### config.mk
export PLATFORM = sky130hd
export DESIGN_NAME = erx_core
export DESIGN_NICKNAME = d
export VERILOG_FILES = /design/src/hw/erx_pkg.sv /design/src/hw/erx_arbiter.sv /design/src/hw/erx_fifo.sv /design/src/hw/erx_dma.sv /design/src/hw/erx_core.sv
export SDC_FILE = /design/constraint.sdc
export NUM_CORES = 1
export LEC_CHECK = 0
export ABC_AREA = 1
export BUFFER_PORTS_ARGS = -buffer_cell sky130_fd_sc_hd__buf_2
export CORE_MARGIN = 10
export CORE_UTILIZATION = 30
export DETAILED_ROUTE_END_ITERATION = 6
export PLACE_DENSITY = 0.57
export SETUP_SLACK_MARGIN = 0.1
export SLEW_MARGIN = 20
export SYNTH_ARGS = -nofsm -noshare
export SYNTH_HDL_FRONTEND = slang
export SYNTH_HIERARCHICAL = 1
export SYNTH_SLANG_ARGS = --single-unit
### constraint.sdc
create_clock -name clk -period 18.4 [get_ports clk]
set_clock_uncertainty 0.05 [all_clocks]
set_input_delay 0 -clock clk [delete_from_list [all_inputs] [get_ports clk]]
set_output_delay 0 -clock clk [all_outputs]
set_load 0.005 [all_outputs]
### src/hw/erx_pkg.sv
`default_nettype none

package erx_pkg;

   // ##########################################################################
   // Packet layout and field widths
   // ##########################################################################

   // Field order from the top: write, datamode, ctrlmode, dstaddr, data, srcaddr
   typedef logic [103:0] emesh_packet_t;
   typedef logic [31:0]  addr_t;
   typedef logic [31:0]  data_t;
   typedef logic [11:0]  link_id_t;
   typedef logic [3:0]   group_t;

   // Register groups in address bits 19..16
   localparam group_t GROUP_RR  = 4'hD;
   localparam group_t GROUP_REG = 4'hF;

   // Engine register offsets, low address bits
   localparam logic [15:0] DMA_REG_ADDR  = 16'h0000;
   localparam logic [15:0] DMA_REG_COUNT = 16'h0004;
   localparam logic [15:0] DMA_REG_GO    = 16'h0008;

   // ##########################################################################
   // Field extraction
   // ##########################################################################

   function automatic logic pkt_write(input emesh_packet_t pkt);
      return pkt[103];
   endfunction

   function automatic addr_t pkt_dstaddr(input emesh_packet_t pkt);
      return pkt[95:64];
   endfunction

   function automatic data_t pkt_data(input emesh_packet_t pkt);
      return pkt[63:32];
   endfunction

   function automatic addr_t pkt_srcaddr(input emesh_packet_t pkt);
      return pkt[31:0];
   endfunction

   // Read-request engine states
   typedef enum logic {
      IDLE,
      ISSUE
   } dma_state_t;

endpackage

`default_nettype wire

### src/hw/erx_arbiter.sv
`timescale 1ns/1ps
`default_nettype none

module erx_arbiter import erx_pkg::*; #(
   parameter link_id_t LINK_ID = 12'h800
) (
   // From the address unit
   input  wire           erx_access,
   input  emesh_packet_t erx_packet,
   output logic          rx_wr_wait,
   output logic          rx_rd_wait,
   // Register readback from the transmit side
   input  wire           ecfg_access,
   input  emesh_packet_t ecfg_packet,
   output logic          ecfg_wait,
   // From the read-request engine
   input  wire           edma_access,
   input  emesh_packet_t edma_packet,
   output logic          edma_wait,
   // Buffer inputs
   output logic          wr_access,
   output emesh_packet_t wr_packet,
   input  wire           wr_wait,
   output logic          rd_access,
   output emesh_packet_t rd_packet,
   input  wire           rd_wait,
   output logic          rr_access,
   output emesh_packet_t rr_packet,
   input  wire           rr_wait,
   // Engine register port, no wait
   output logic          cfg_access,
   output emesh_packet_t cfg_packet
);

   // ##########################################################################
   // Decode
   // ##########################################################################

   addr_t erx_dstaddr;
   logic  erx_write;
   logic  erx_read;
   logic  is_own;
   logic  is_rr_group;
   logic  to_rr;
   logic  to_cfg;
   logic  to_wr;
   logic  to_rd;

   assign erx_dstaddr = pkt_dstaddr(erx_packet);
   assign erx_write   = pkt_write(erx_packet);
   assign erx_read    = erx_access & ~erx_write;

   // Own link when the top address bits match
   assign is_own      = (erx_dstaddr[31:20] == LINK_ID);
   assign is_rr_group = (erx_dstaddr[19:16] == GROUP_RR);

   // One path per packet, checked in this order
   assign to_rr  = erx_access & is_own & is_rr_group;
   assign to_cfg = erx_access & is_own & ~is_rr_group & erx_write;
   assign to_wr  = erx_access & ~is_own & erx_write;
   assign to_rd  = erx_read & ~(is_own & is_rr_group);

   // ##########################################################################
   // Waits
   // ##########################################################################

   // Write-side traffic stalls on either buffer or on ecfg
   assign rx_wr_wait = ecfg_access | wr_wait | rr_wait;
   assign rx_rd_wait = rd_wait;
   assign ecfg_wait  = rr_wait;
   // Any erx read holds off the engine
   assign edma_wait  = rd_wait | erx_read;

   // ##########################################################################
   // Path outputs
   // ##########################################################################

   // Write-side paths only fire when the source sees its wait low
   assign wr_access  = to_wr & ~rx_wr_wait;
   assign wr_packet  = erx_packet;
   assign cfg_access = to_cfg & ~rx_wr_wait;
   assign cfg_packet = erx_packet;

   // Response path, ecfg first
   assign rr_access = ecfg_access | (to_rr & ~rx_wr_wait);
   assign rr_packet = ecfg_access ? ecfg_packet : erx_packet;

   // Read path, erx read before the engine
   assign rd_access = to_rd | (edma_access & ~erx_read);
   assign rd_packet = erx_read ? erx_packet : edma_packet;

endmodule

`default_nettype wire

### src/hw/erx_fifo.sv
`timescale 1ns/1ps
`default_nettype none

module erx_fifo import erx_pkg::*; #(
   parameter int FIFO_DEPTH = 4
) (
   input  wire           clk,
   input  wire           arst_n,
   // Write side
   input  wire           in_access,
   input  emesh_packet_t in_packet,
   output logic          in_wait,
   // Read side
   output logic          out_access,
   output emesh_packet_t out_packet,
   input  wire           out_wait
);

   localparam int PTR_W = $clog2(FIFO_DEPTH);
   localparam int CNT_W = PTR_W + 1;

   // Packet storage
   emesh_packet_t mem [FIFO_DEPTH];

   logic [PTR_W-1:0] wr_ptr;
   logic [PTR_W-1:0] rd_ptr;
   logic [CNT_W-1:0] count;
   logic [CNT_W-1:0] count_next;
   logic             full_q;
   logic             push;
   logic             pop;

   // Transfers on each side
   assign push = in_access & ~in_wait;
   assign pop  = out_access & ~out_wait;

   always_comb begin
      count_next = count;
      if (push && !pop) begin
         count_next = count + 1'b1;
      end else if (pop && !push) begin
         count_next = count - 1'b1;
      end
   end

   // ##########################################################################
   // Pointers and occupancy
   // ##########################################################################

   always_ff @(posedge clk or negedge arst_n) begin
      if (!arst_n) begin
         wr_ptr <= '0;
         rd_ptr <= '0;
         count  <= '0;
         full_q <= 1'b0;
      end else begin
         if (push) begin
            // Wraps because the depth is a power of two
            wr_ptr <= wr_ptr + 1'b1;
         end
         if (pop) begin
            rd_ptr <= rd_ptr + 1'b1;
         end
         count  <= count_next;
         full_q <= (count_next == CNT_W'(FIFO_DEPTH));
      end
   end

   always_ff @(posedge clk) begin
      if (push) begin
         mem[wr_ptr] <= in_packet;
      end
   end

   // Full flag straight from a flop
   assign in_wait    = full_q;
   // Head stays put until popped
   assign out_access = (count != '0);
   assign out_packet = mem[rd_ptr];

endmodule

`default_nettype wire

### src/hw/erx_dma.sv
`timescale 1ns/1ps
`default_nettype none

module erx_dma import erx_pkg::*; #(
   parameter link_id_t LINK_ID = 12'h800
) (
   input  wire           clk,
   input  wire           arst_n,
   // Register writes from the arbiter
   input  wire           cfg_access,
   input  emesh_packet_t cfg_packet,
   // Read requests out
   output logic          edma_access,
   output emesh_packet_t edma_packet,
   input  wire           edma_wait
);

   dma_state_t state;

   addr_t cfg_addr;
   addr_t reg_start;
   data_t reg_count;
   addr_t cur_addr;
   data_t remaining;
   data_t issue_idx;
   logic  reg_hit;
   logic  go_hit;
   logic  accept;
   addr_t req_srcaddr;

   // ##########################################################################
   // Register decode
   // ##########################################################################

   assign cfg_addr = pkt_dstaddr(cfg_packet);
   assign reg_hit  = cfg_access & (cfg_addr[19:16] == GROUP_REG);
   assign go_hit   = reg_hit & (cfg_addr[15:0] == DMA_REG_GO);
   assign accept   = edma_access & ~edma_wait;

   // Programmed start and count
   always_ff @(posedge clk or negedge arst_n) begin
      if (!arst_n) begin
         reg_start <= '0;
         reg_count <= '0;
      end else if (reg_hit) begin
         if (cfg_addr[15:0] == DMA_REG_ADDR) begin
            reg_start <= pkt_data(cfg_packet);
         end
         if (cfg_addr[15:0] == DMA_REG_COUNT) begin
            reg_count <= pkt_data(cfg_packet);
         end
      end
   end

   // ##########################################################################
   // Issue FSM
   // ##########################################################################

   always_ff @(posedge clk or negedge arst_n) begin
      if (!arst_n) begin
         state     <= IDLE;
         cur_addr  <= '0;
         remaining <= '0;
         issue_idx <= '0;
      end else begin
         case (state)
            IDLE: begin
               // Zero count leaves the engine idle
               if (go_hit && reg_count != '0) begin
                  cur_addr  <= reg_start;
                  remaining <= reg_count;
                  issue_idx <= '0;
                  state     <= ISSUE;
               end
            end
            ISSUE: begin
               // GO ignored here
               if (accept) begin
                  cur_addr  <= cur_addr + 32'd4;
                  remaining <= remaining - 1'b1;
                  issue_idx <= issue_idx + 1'b1;
                  if (remaining == 32'd1) begin
                     state <= IDLE;
                  end
               end
            end
            default: state <= IDLE;
         endcase
      end
   end

   // Reply goes to our response group, offset = index * 4
   assign req_srcaddr = {LINK_ID, GROUP_RR, issue_idx[13:0], 2'b00};

   assign edma_access = (state == ISSUE);
   // write 0, datamode 2, ctrlmode 0, data 0
   assign edma_packet = {1'b0, 2'b10, 5'b00000, cur_addr, 32'h0, req_srcaddr};

endmodule

`default_nettype wire

### src/hw/erx_core.sv
`timescale 1ns/1ps
`default_nettype none

module erx_core import erx_pkg::*; #(
   parameter link_id_t LINK_ID    = 12'h800,
   parameter int       FIFO_DEPTH = 4
) (
   input  wire           clk,
   input  wire           arst_n,
   // Incoming link traffic
   input  wire           erx_access,
   input  emesh_packet_t erx_packet,
   output logic          rx_wr_wait,
   output logic          rx_rd_wait,
   // Register readback responses
   input  wire           ecfg_access,
   input  emesh_packet_t ecfg_packet,
   output logic          ecfg_wait,
   // Remote writes
   output logic          rxwr_access,
   output emesh_packet_t rxwr_packet,
   input  wire           rxwr_wait,
   // Read requests
   output logic          rxrd_access,
   output emesh_packet_t rxrd_packet,
   input  wire           rxrd_wait,
   // Read responses
   output logic          rxrr_access,
   output emesh_packet_t rxrr_packet,
   input  wire           rxrr_wait
);

   // ##########################################################################
   // Internal nets
   // ##########################################################################

   // Arbiter to buffers
   logic          wr_access;
   emesh_packet_t wr_packet;
   logic          wr_wait;
   logic          rd_access;
   emesh_packet_t rd_packet;
   logic          rd_wait;
   logic          rr_access;
   emesh_packet_t rr_packet;
   logic          rr_wait;

   // Engine links
   logic          edma_access;
   emesh_packet_t edma_packet;
   logic          edma_wait;
   logic          cfg_access;
   emesh_packet_t cfg_packet;

   // ##########################################################################
   // Steering
   // ##########################################################################

   erx_arbiter #(
      .LINK_ID (LINK_ID)
   ) u_arbiter (
      .erx_access  (erx_access),
      .erx_packet  (erx_packet),
      .rx_wr_wait  (rx_wr_wait),
      .rx_rd_wait  (rx_rd_wait),
      .ecfg_access (ecfg_access),
      .ecfg_packet (ecfg_packet),
      .ecfg_wait   (ecfg_wait),
      .edma_access (edma_access),
      .edma_packet (edma_packet),
      .edma_wait   (edma_wait),
      .wr_access   (wr_access),
      .wr_packet   (wr_packet),
      .wr_wait     (wr_wait),
      .rd_access   (rd_access),
      .rd_packet   (rd_packet),
      .rd_wait     (rd_wait),
      .rr_access   (rr_access),
      .rr_packet   (rr_packet),
      .rr_wait     (rr_wait),
      .cfg_access  (cfg_access),
      .cfg_packet  (cfg_packet)
   );

   // Read-request engine
   erx_dma #(
      .LINK_ID (LINK_ID)
   ) u_dma (
      .clk         (clk),
      .arst_n      (arst_n),
      .cfg_access  (cfg_access),
      .cfg_packet  (cfg_packet),
      .edma_access (edma_access),
      .edma_packet (edma_packet),
      .edma_wait   (edma_wait)
   );

   // ##########################################################################
   // Output buffers
   // ##########################################################################

   erx_fifo #(
      .FIFO_DEPTH (FIFO_DEPTH)
   ) u_wr_fifo (
      .clk        (clk),
      .arst_n     (arst_n),
      .in_access  (wr_access),
      .in_packet  (wr_packet),
      .in_wait    (wr_wait),
      .out_access (rxwr_access),
      .out_packet (rxwr_packet),
      .out_wait   (rxwr_wait)
   );

   erx_fifo #(
      .FIFO_DEPTH (FIFO_DEPTH)
   ) u_rd_fifo (
      .clk        (clk),
      .arst_n     (arst_n),
      .in_access  (rd_access),
      .in_packet  (rd_packet),
      .in_wait    (rd_wait),
      .out_access (rxrd_access),
      .out_packet (rxrd_packet),
      .out_wait   (rxrd_wait)
   );

   erx_fifo #(
      .FIFO_DEPTH (FIFO_DEPTH)
   ) u_rr_fifo (
      .clk        (clk),
      .arst_n     (arst_n),
      .in_access  (rr_access),
      .in_packet  (rr_packet),
      .in_wait    (rr_wait),
      .out_access (rxrr_access),
      .out_packet (rxrr_packet),
      .out_wait   (rxrr_wait)
   );

endmodule

`default_nettype wire

Yosys cells after proc, flatten, opt, wreduce, memory -nomap -nowiden

Memories as Yosys holds them, arrays and structs flattened.
Index checks and enable logic that the tools add are counted.

Add/subtract/negate cells: 15
Eq/ne operators: 11
Mux-type cells: 27
Bitwise operators: 41
Reduce and logical (&&, ||, !) cells: 21

Operator list:

| cell                  | number |
|---|---|
| $mux 104              | 2 |
| $mux 32               | 6 |
| $pmux 32 s2           | 3 |
| $add 32x1->32 const B | 1 |
| $add 32x3->32 const B | 1 |
| $eq 32x1->1 const B   | 1 |
| $reduce_bool 32->1    | 1 |
| $sub 32x1->32 const B | 1 |
| $and 1x1->1           | 22 |
| $mux 3                | 6 |
| $eq 16x3->1 const B   | 1 |
| $eq 16x4->1 const B   | 1 |
| $logic_not 16->1      | 1 |
| $not 1->1             | 14 |
| $add 2x1->2 const B   | 6 |
| $eq 12x12->1 const B  | 1 |
| $add 3x1->3 const B   | 3 |
| $eq 3x3->1 const B    | 3 |
| $mux 1                | 9 |
| $reduce_bool 3->1     | 3 |
| $sub 3x1->3 const B   | 3 |
| $eq 4x4->1 const B    | 2 |
| $logic_and 1x1->1     | 7 |
| $logic_not 1->1       | 6 |
| other kinds (5)       | 11 |

Register bits: 185
Memory bits (writable): 1248
Output and inout bits: 318
Memories kept: 3

Memories:

| name          | words | width | rd ports | clocked after memory_dff | wr ports | RTL line       | source |
|---|---|---|---|---|---|---|---|
| u_rd_fifo.mem | 4     | 104   | 1        | 0                        | 1        | erx_fifo.sv:23 | `emesh_packet_t mem [FIFO_DEPTH];` |
| u_rr_fifo.mem | 4     | 104   | 1        | 0                        | 1        | erx_fifo.sv:23 |  |
| u_wr_fifo.mem | 4     | 104   | 1        | 0                        | 1        | erx_fifo.sv:23 |  |

Depth between registers and ports, before layout

Gate-level depths: netlist of run 1.

Depth after elaboration: 11
Gate-level depth with buffers: 16
Depth with buffers taken out: 15

Cells and area by module

The synthesis of run 1 kept the hierarchy.

Modules (own cells, without submodules):

| module      | instances | cells each | area each (um^2) | sequential area each (um^2) |
|---|---|---|---|---|
| erx_fifo    | 3         | 1073       | 15865.2          | 12692.2 |
| erx_dma     | 1         | 1284       | 8812.2           | 3578.4 |
| erx_arbiter | 1         | 809        | 4366.7           | 0.0 |

Worst setup path after synthesis of run 1

OpenSTA, ideal clock, no wires.

Path kind: register to register
From: register u_wr_fifo.full_q, in the netlist u_wr_fifo/in_wait
To: memory u_wr_fifo/mem[0][0] (netlist bit) (enable)
Arrival time: 5337 ps
Data required time: 17782 ps
Path slack: 12445 ps
Stages on the path, launching flop included: 8
Period minus slack after synthesis: 5955 ps
Cell sequence: dfrtp_1 nor2_4 nand2_2 nor2_4 nand2_2 a21oi_1 nand2_1 nor2_1

Word-level cells in the longest chain between the ends: 7
Elaborated cells between the ends (all ways): 8

Ends and longest elaborated chain:

| item                         | RTL line          | source |
|---|---|---|
| start: declaration           | erx_fifo.sv:29    | `logic full_q;` |
| start signal: assignment     | erx_fifo.sv:65    | `full_q <= (count_next == CNT_W'(FIFO_DEPTH));` |
| $or 1x1->1 (2 in series)     | erx_arbiter.sv:68 | `assign rx_wr_wait = ecfg_access \| wr_wait \| rr_wait;` |
| net rx_wr_wait               | erx_core.sv:13    | `output logic rx_wr_wait,` |
| $not 1->1                    | erx_arbiter.sv:79 | `assign wr_access = to_wr & ~rx_wr_wait;` |
| $and 1x1->1                  | erx_arbiter.sv:79 |  |
| net wr_access                | erx_core.sv:38    | `logic wr_access;` |
| $and 1x1->1                  | erx_fifo.sv:34    | `assign push = in_access & ~in_wait;` |
| $mux 1                       | erx_fifo.sv:70    | `if (push) begin` |
| $mux 1 (not written as such) | erx_fifo.sv:71    | `mem[wr_ptr] <= in_packet;` |
| end: declaration             | erx_fifo.sv:23    |  |

The timed path passes the listed nets, and every way through them passes these cells.

Worst setup path in the final report of run 1

From: register u_wr_fifo.rd_ptr[0]
To: output port rxwr_packet[8]

Word-level cells in the longest chain between the ends: 1

Ends and longest elaborated chain:

| item                     | RTL line       | source |
|---|---|---|
| start: declaration       | erx_fifo.sv:26 | `logic [PTR_W-1:0] rd_ptr;` |
| start signal: assignment | erx_fifo.sv:62 | `rd_ptr <= rd_ptr + 1'b1;` |
| $mem_v2 4x104            | --             |  |
| end: declaration         | erx_core.sv:21 | `output emesh_packet_t rxwr_packet,` |

Every way passes these cells.

==> impl_results.md, run 1 <==
- Worst setup EP type: output pin
- Critical path type: flip-flop to output pin
- Core box area: 200,000 sq um
- TritonCTS clock tree: yes
- PortBufs: 532
- Power per cell area: 160 nW/um^2
- Post-synthesis cell count: 5,260
- Clock Tree Buf Depth: 3
- Worst r2r src: u_dma/edma_access
- Final HPWL DP: 137,000 um
- Number of buffers and inverters on the critical path: 4
- WL met3: 14,400 um
- Vias in the first global route: 40,300
- Die width: 469 um
- Wire length on met1: 83,000 um
- Routed Antenna Nets: 0
- Crit path capture: rxwr_packet[8]
- Worst Reg-to-Reg Cells: 6
- Non-Filler Instances: 8,636
- Largest net degree at the start of global routing: 107
- FMAX: 234 MHz
- Vias per cell: 4.91
- Failing checks: negative hold slack
- RSZ-0062 raised after global routing: no
- Final hold vios: 4
- Worst path depth: 6
- Clock transition at path regs: 0.06 ns
- Clock Latency Late Sink: 0.80 ns
- Num CTS Buffers: 157
- CTS resizes: 0
- Iteration-0 DRC Markers: 5,078
- Tot GR Track Use: 17.9%
- Post-Route WL: 205,000 um
- Die height: 469 um
- Final #Nets: 6,082
- Layout cells sized above 1: 15.3%
- Final core utilization: 35.9%
- CP Max Fanout: 84
- Worst hold start: ecfg_packet[56]
- Leak Pwr: 26.5 nW
- CTS root buf: clkbuf_16
- Period Utilization, post-route: 23.3%
- Status: finished, violations left
- Total gr overflow: 0
- Delay-heaviest family, CP: buffers and inverters
- Peak VDD IR: 0.0960 mV
- Sequential cell area: 41,700 sq um
- # hold bufs at CTS: 292
- Pre-antenna DRT Iters: 5
- # IOs: 533
- Mapped Avg Cell Area: 11.5 sq um
- Setup TNS: 0 ns
- Site Rows: 164
- CP max stage cell: buf_4
- Initial antenna violation count: 15
- DR WL/cell: 23.8 um
- First-pass GRT wire length: 289,000 um
- Residual DRC: 0
- Routed via count: 42,400
- Crit path largest cell delay: 0.81 ns
- Fill count: 19,600
- DR WL met2: 98,600 um
- DP Cell Count: 8,044
- Post-CTS setup buffers: 0
- Synthesized area: 60,400 sq um
- Required time of the critical path: 18.35 ns
- Dpl cell area: 63,800 sq um
- Total power: 11.5 mW
- Final instance area: 71,800 sq um
- Hold WS: -0.0879 ns
- CP most frequent cell: buf_4
- Initial core utilization: 30.2%
- Final min period: 4.28 ns
- Worst Max-Slew Pin Slew: 1.14 ns
- Final setup vio count: 0
- Worst-path cell chain: inv_6 -> buf_4 -> buf_4 -> o21ai_0 -> o22ai_1 -> buf_2
- Clk sinks: 1,415
- Worst R2R End: u_dma/remaining[31]
- Max-cap violations: 0
- Kind of start point of the critical path: flip-flop
- Yosys warns: 6
- H-tree depth: 4
- Headroom to the max-slew limit: 23.6%
- DIE AREA: 220,000 sq um
- R2r setup slk: 14.63 ns
- Class of the tightest hold or removal check: input pin to flip-flop
- Worst Setup SP: u_wr_fifo/rd_ptr[0]
- Routability-driven placement congestion ratio: 0.911
- Final Max Slew Viols: 0
- WP data arrival: 4.23 ns
- Footprint of the multi-input gates: 14,800 sq um
- Area grow syn2layout: 18.9%
- Max layer used: met5
==> power by group <==
| part | internal (mW) | switching (mW) | total, mW |
|---|---|---|---|
| Sequential | 4.23 | 0.295 | 4.53 |
| Combinational | 1.14 | 2.76 | 3.90 |
| Clock | 1.75 | 1.29 | 3.04 |
==> layer usage <==
| layer | vias to the layer above | GRT usage (%) |
|---|---|---|
| li1 | 19400 | - |
| met1 | 20900 | 22.6 |
| met2 | 1700 | 30.1 |
| met3 | 306 | 3.39 |
| met4 | 2 | 7.54 |
| met5 | - | 0 |
==> worst min-delay path, delay by kind of cell <==
| family | cells | cell delay, ns |
|---|---|---|
| AND/OR/NAND/NOR | 1 | 0.07 |
| AO/OA/AOI/OAI | 1 | 0.33 |
| buffers and inverters | 1 | 0.12 |
==> cell type report <==
class	instances	share of cell area (%)
sequential	1415	58.0
multi-input combinational	3126	20.5
timing repair buffer	879	8.49
clock buffer	199	5.82
tap	2656	4.63
inverter	263	1.41
clock inverter	85	1.03
antenna	13	0.0453
==> worst min path at each step <==
| stage | endpoint | slack (ns) | depth (start not counted) |
|---|---|---|---|
| floorplan | u_dma/cur_addr[0] | -0.35 | 0 |
| global placement | u_rd_fifo/rd_ptr[1] | -0.03 | 1 |
| detailed placement | u_rd_fifo/rd_ptr[1] | -0.03 | 1 |
| CTS | u_wr_fifo/mem[2][39] | 0.0005 | 2 |
| global route | u_rr_fifo/mem[1][56] | 0.02 | 3 |
| finish | u_rr_fifo/mem[1][56] | -0.09 | 3 |
==> flip-flops by register name, summed over array words and instances (netlist names), 2 cells and up <==
signal,cells
u_dma/cur_addr,32
u_rr_fifo/rd_ptr,2
u_rr_fifo/mem,416
u_wr_fifo/wr_ptr,2
u_dma/remaining,32
u_dma/issue_idx,14
u_dma/reg_start,32
u_wr_fifo/rd_ptr,2
u_rr_fifo/wr_ptr,2
u_rd_fifo/wr_ptr,2
u_wr_fifo/count,3
u_rd_fifo/rd_ptr,2
u_rr_fifo/count,3
u_dma/reg_count,32
u_rd_fifo/mem,416
u_rd_fifo/count,3
u_wr_fifo/mem,416
==> cells in the final DEF (no fill, tap or decap), drive strengths merged <==
cell type and instances:
a21oi 4, a31oi 1, buf 586, bufinv 10, clkbuf 201, clkinv 62, clkinvlp 7, conb 58
dfrtp 167, diode 13, dlygate4sd3 291, edfxtp 1248, ha 25, inv 269, nand2 682, nand3 172
nand3b 11, nand4 22, nor2 829, nor3 10, nor3b 1, o21ai 938, o21bai 2, o22ai 312
o31ai 1, or2 31, xnor2 5, xor2 22
==> metrics by stage <==
stage | setup WS [ns] | hold slack, ns
2_1_floorplan | 12.45 | -0.346
3_3_place_gp | 14.53 | -0.0272
3_5_place_dp | 14.38 | -0.0304
4_1_cts | 14.00 | 0.000451
5_1_grt | 13.95 | 0.0210
6_report | 14.12 | -0.0879
Power figures use the tool's default switching activity.
==> inputs of run 2 (changes only) <==
==> constraint.sdc (replaced) <==
create_clock -name clk -period 4.2 [get_ports clk]
set_clock_uncertainty 0.05 [all_clocks]
set_input_delay 0 -clock clk [delete_from_list [all_inputs] [get_ports clk]]
set_output_delay 0 -clock clk [all_outputs]
set_load 0.005 [all_outputs]
==> impl_results.md, run 2 (synthesis results as in run 1) <==
- Sequential cell area: 41,700 sq um (unchanged)
- Worst Max-Slew Pin Slew: 1.04 ns (-0.0995 ns)
- Clock Latency Late Sink: 0.79 ns (about the same)
- Initial core utilization: 30.2% (unchanged)
- Clock share of power: 25.8% (-0.7 points)
- Worst Reg-to-Reg Cells: 8 (+2)
- Post-CTS setup buffers: 0 (unchanged)
- Clk sinks: 1,415 (unchanged)
- Worst setup EP type: output pin
- Routed via count: 42,600 (+0.51%)
- RSZ-0062 raised after global routing: no
- Clock Tree Buf Depth: 3 (unchanged)
- Core box area: 200,000 sq um (unchanged)
- Critical path type: flip-flop to output pin
- # IOs: 533 (unchanged)
- CTS root buf: clkbuf_16
- Total gr overflow: 0 (unchanged)
- Die height: 469 um (unchanged)
- Psw: 19.4 mW (+350%)
- Peak VDD IR: 0.712 mV (+640%)
- Final min period: 3.41 ns
- Worst R2R End: u_wr_fifo/mem[2][29]
- Routability-driven placement congestion ratio: 0.907 (-0.43%)
- Area grow syn2layout: 19.5%
- PortBufs: 532 (unchanged)
- Worst r2r src: u_wr_fifo/in_wait
- Die width: 469 um (unchanged)
- Combinational share of power: 35.3% (+1.3 points)
- Post-Route WL: 207,000 um (+0.85%)
- Most common cell after layout, fill and taps aside: edfxtp_1
- CP Max Fanout: 59 (-30%)
- Class of the tightest hold or removal check: input pin to flip-flop
- Vias in the first global route: 40,400 (+0.37%)
- Pre-antenna DRT Iters: 6 (+1)
- Fill count: 19,400 (-1.0%)
- Final HPWL DP: 140,000 um (+2.3%)
- H-tree depth: 4 (unchanged)
- Layout cells sized above 1: 15.6% (+0.25 points)
- Commonest non-fill, non-tap cells in the layout: edfxtp_1, nor2_1, o21ai_0
- Final Max Slew Viols: 0 (unchanged)
- Headroom to the max-slew limit: 30.4% (+6.7 points)
- Period Utilization, post-route: 81.1%
- Routed Antenna Nets: 0 (unchanged)
- Num CTS Buffers: 148 (-5.7%)
- Crit path capture: rxrr_packet[37]
- First-pass GRT wire length: 292,000 um (+1.0%)
- Switching portion of total power: 38.4% (+0.50 points)
- Max-cap violations: 0 (unchanged)
- Footprint of the multi-input gates: 14,700 sq um (about the same)
- Sequential power share: 38.9% (-0.6 points)
- Final core utilization: 36.1% (+0.18 points)
- DIE AREA: 220,000 sq um (unchanged)
- Setup TNS: 0 ns (unchanged)
- Clock transition at path regs: 0.06 ns (about the same)
- Final #Nets: 6,093 (+0.18%)
- Biggest registers after layout: u_rd_fifo/mem (416), u_rr_fifo/mem (416), u_wr_fifo/mem (416)
- Residual DRC: 0 (unchanged)
- CTS resizes: 0 (unchanged)
- Tot GR Track Use: 18.1% (+0.16 points)
- Leak Pwr: 26.6 nW (+0.49%)
- P_int: 31.1 mW (+340%)
- Required time of the critical path: 4.15 ns (-14.20 ns)
- TritonCTS clock tree: yes
- Iteration-0 DRC Markers: 4,645 (-8.5%)
- Site Rows: 164 (unchanged)
- DR WL/cell: 24.0 um (+0.83%)
- FMAX: 293 MHz
- Kind of start point of the critical path: flip-flop
- Initial antenna violation count: 29 (+14)
- Largest net degree at the start of global routing: 210 (+96%)
- Final setup vio count: 0 (unchanged)
- Worst Setup SP: u_rr_fifo/rd_ptr[1]
- Power per cell area: 699 nW/um^2 (+340%)
- Vias per cell: 4.93 (+0.49%)
- Status: finished, final reports clean
- WP data arrival: 3.36 ns (-0.87 ns)
- R2r setup slk: 1.20 ns (-13.43 ns)
- Final hold vios: 0 (-4)
-- run 2: cell types whose count changed in the layout (fill, tap and decap cells not counted), sizes merged --
cell and change:
clkbuf -25, clkinv +5, clkinvlp -1, inv +1
buf +24, dlygate4sd3 -4, diode +2
-- run 2: power by group through the flow --
stage	Sequential, mW	Combinational (mW)	Clock [mW]
after floorplan	19.6	9.66	0
after global placement	19.8	17.7	0
after detailed placement	19.9	17.8	0
after CTS	19.6	18.1	13.2
after global routing	19.8	19.5	13.8
final	19.6	17.8	13.0
-- run 2: final cells by class --
cell class	count	area share [%]
Multi-Input combinational cell	3126	20.4
Tap cell	2656	4.60
Antenna cell	15	0.0520
Inverter	263	1.41
Clock buffer	174	5.34
Timing Repair Buffer	899	9.14
Sequential cell	1415	57.7
Clock inverter	90	1.29
-- run 2: worst max-delay path, stage by stage, from the launching register on --
cell,delay [ns]
dfrtp_4,0.65
inv_4,0.58
buf_12,0.34
o21ai_0,0.16
o22ai_1,0.45
buf_2,0.24
-- run 2: per-layer routing --
metal | share of wire, % | track usage [%] | up-vias
met5 | 0.0092 | 0 | -
met4 | 4.8 | 7.84 | 4
met3 | 7.8 | 3.83 | 328
met2 | 48 | 30.0 | 1735
met1 | 40 | 22.8 | 21000
li1 | - | - | 19500
-- run 2: how the worst min path moves through the flow --
stage	from	slack [ns]	end	cells after the start
CTS	erx_packet[9]	0.0009	u_wr_fifo/mem[0][9]	2
floorplan	arst_n	-0.35	u_dma/cur_addr[0]	0
detailed placement	arst_n	0.005	u_rd_fifo/rd_ptr[1]	1
global placement	arst_n	0.01	u_rd_fifo/rd_ptr[1]	1
finish	erx_packet[1]	0.02	u_wr_fifo/mem[1][1]	2
global route	erx_packet[1]	0.01	u_wr_fifo/mem[1][1]	2
-- run 2: per-stage QoR --
| stage | cell area (sq um) | cells | setup slack (ns) | hold slack, ns | total power, mW |
|---|---|---|---|---|---|
| 2_1_floorplan | 60700 | 5316 | -1.50 | -0.346 | 29.3 |
| 3_3_place_gp | 64500 | 8071 | 1.22 | 0.0134 | 37.5 |
| 3_5_place_dp | 64500 | 8071 | 1.18 | 0.00457 | 37.7 |
| 4_1_cts | 72100 | 8623 | 0.763 | 0.000904 | 51.0 |
| 5_1_grt | 72200 | 8629 | 0.708 | 0.0115 | 53.1 |
| 6_report | 72200 | 8638 | 0.792 | 0.0243 | 50.4 |
-- run 2: what timing repair did --
item / in CTS / in global routing
hold buffers: 288 / 0
setup endpoints to repair: 0 / 0
hold endpoints to repair: 1462 / 0
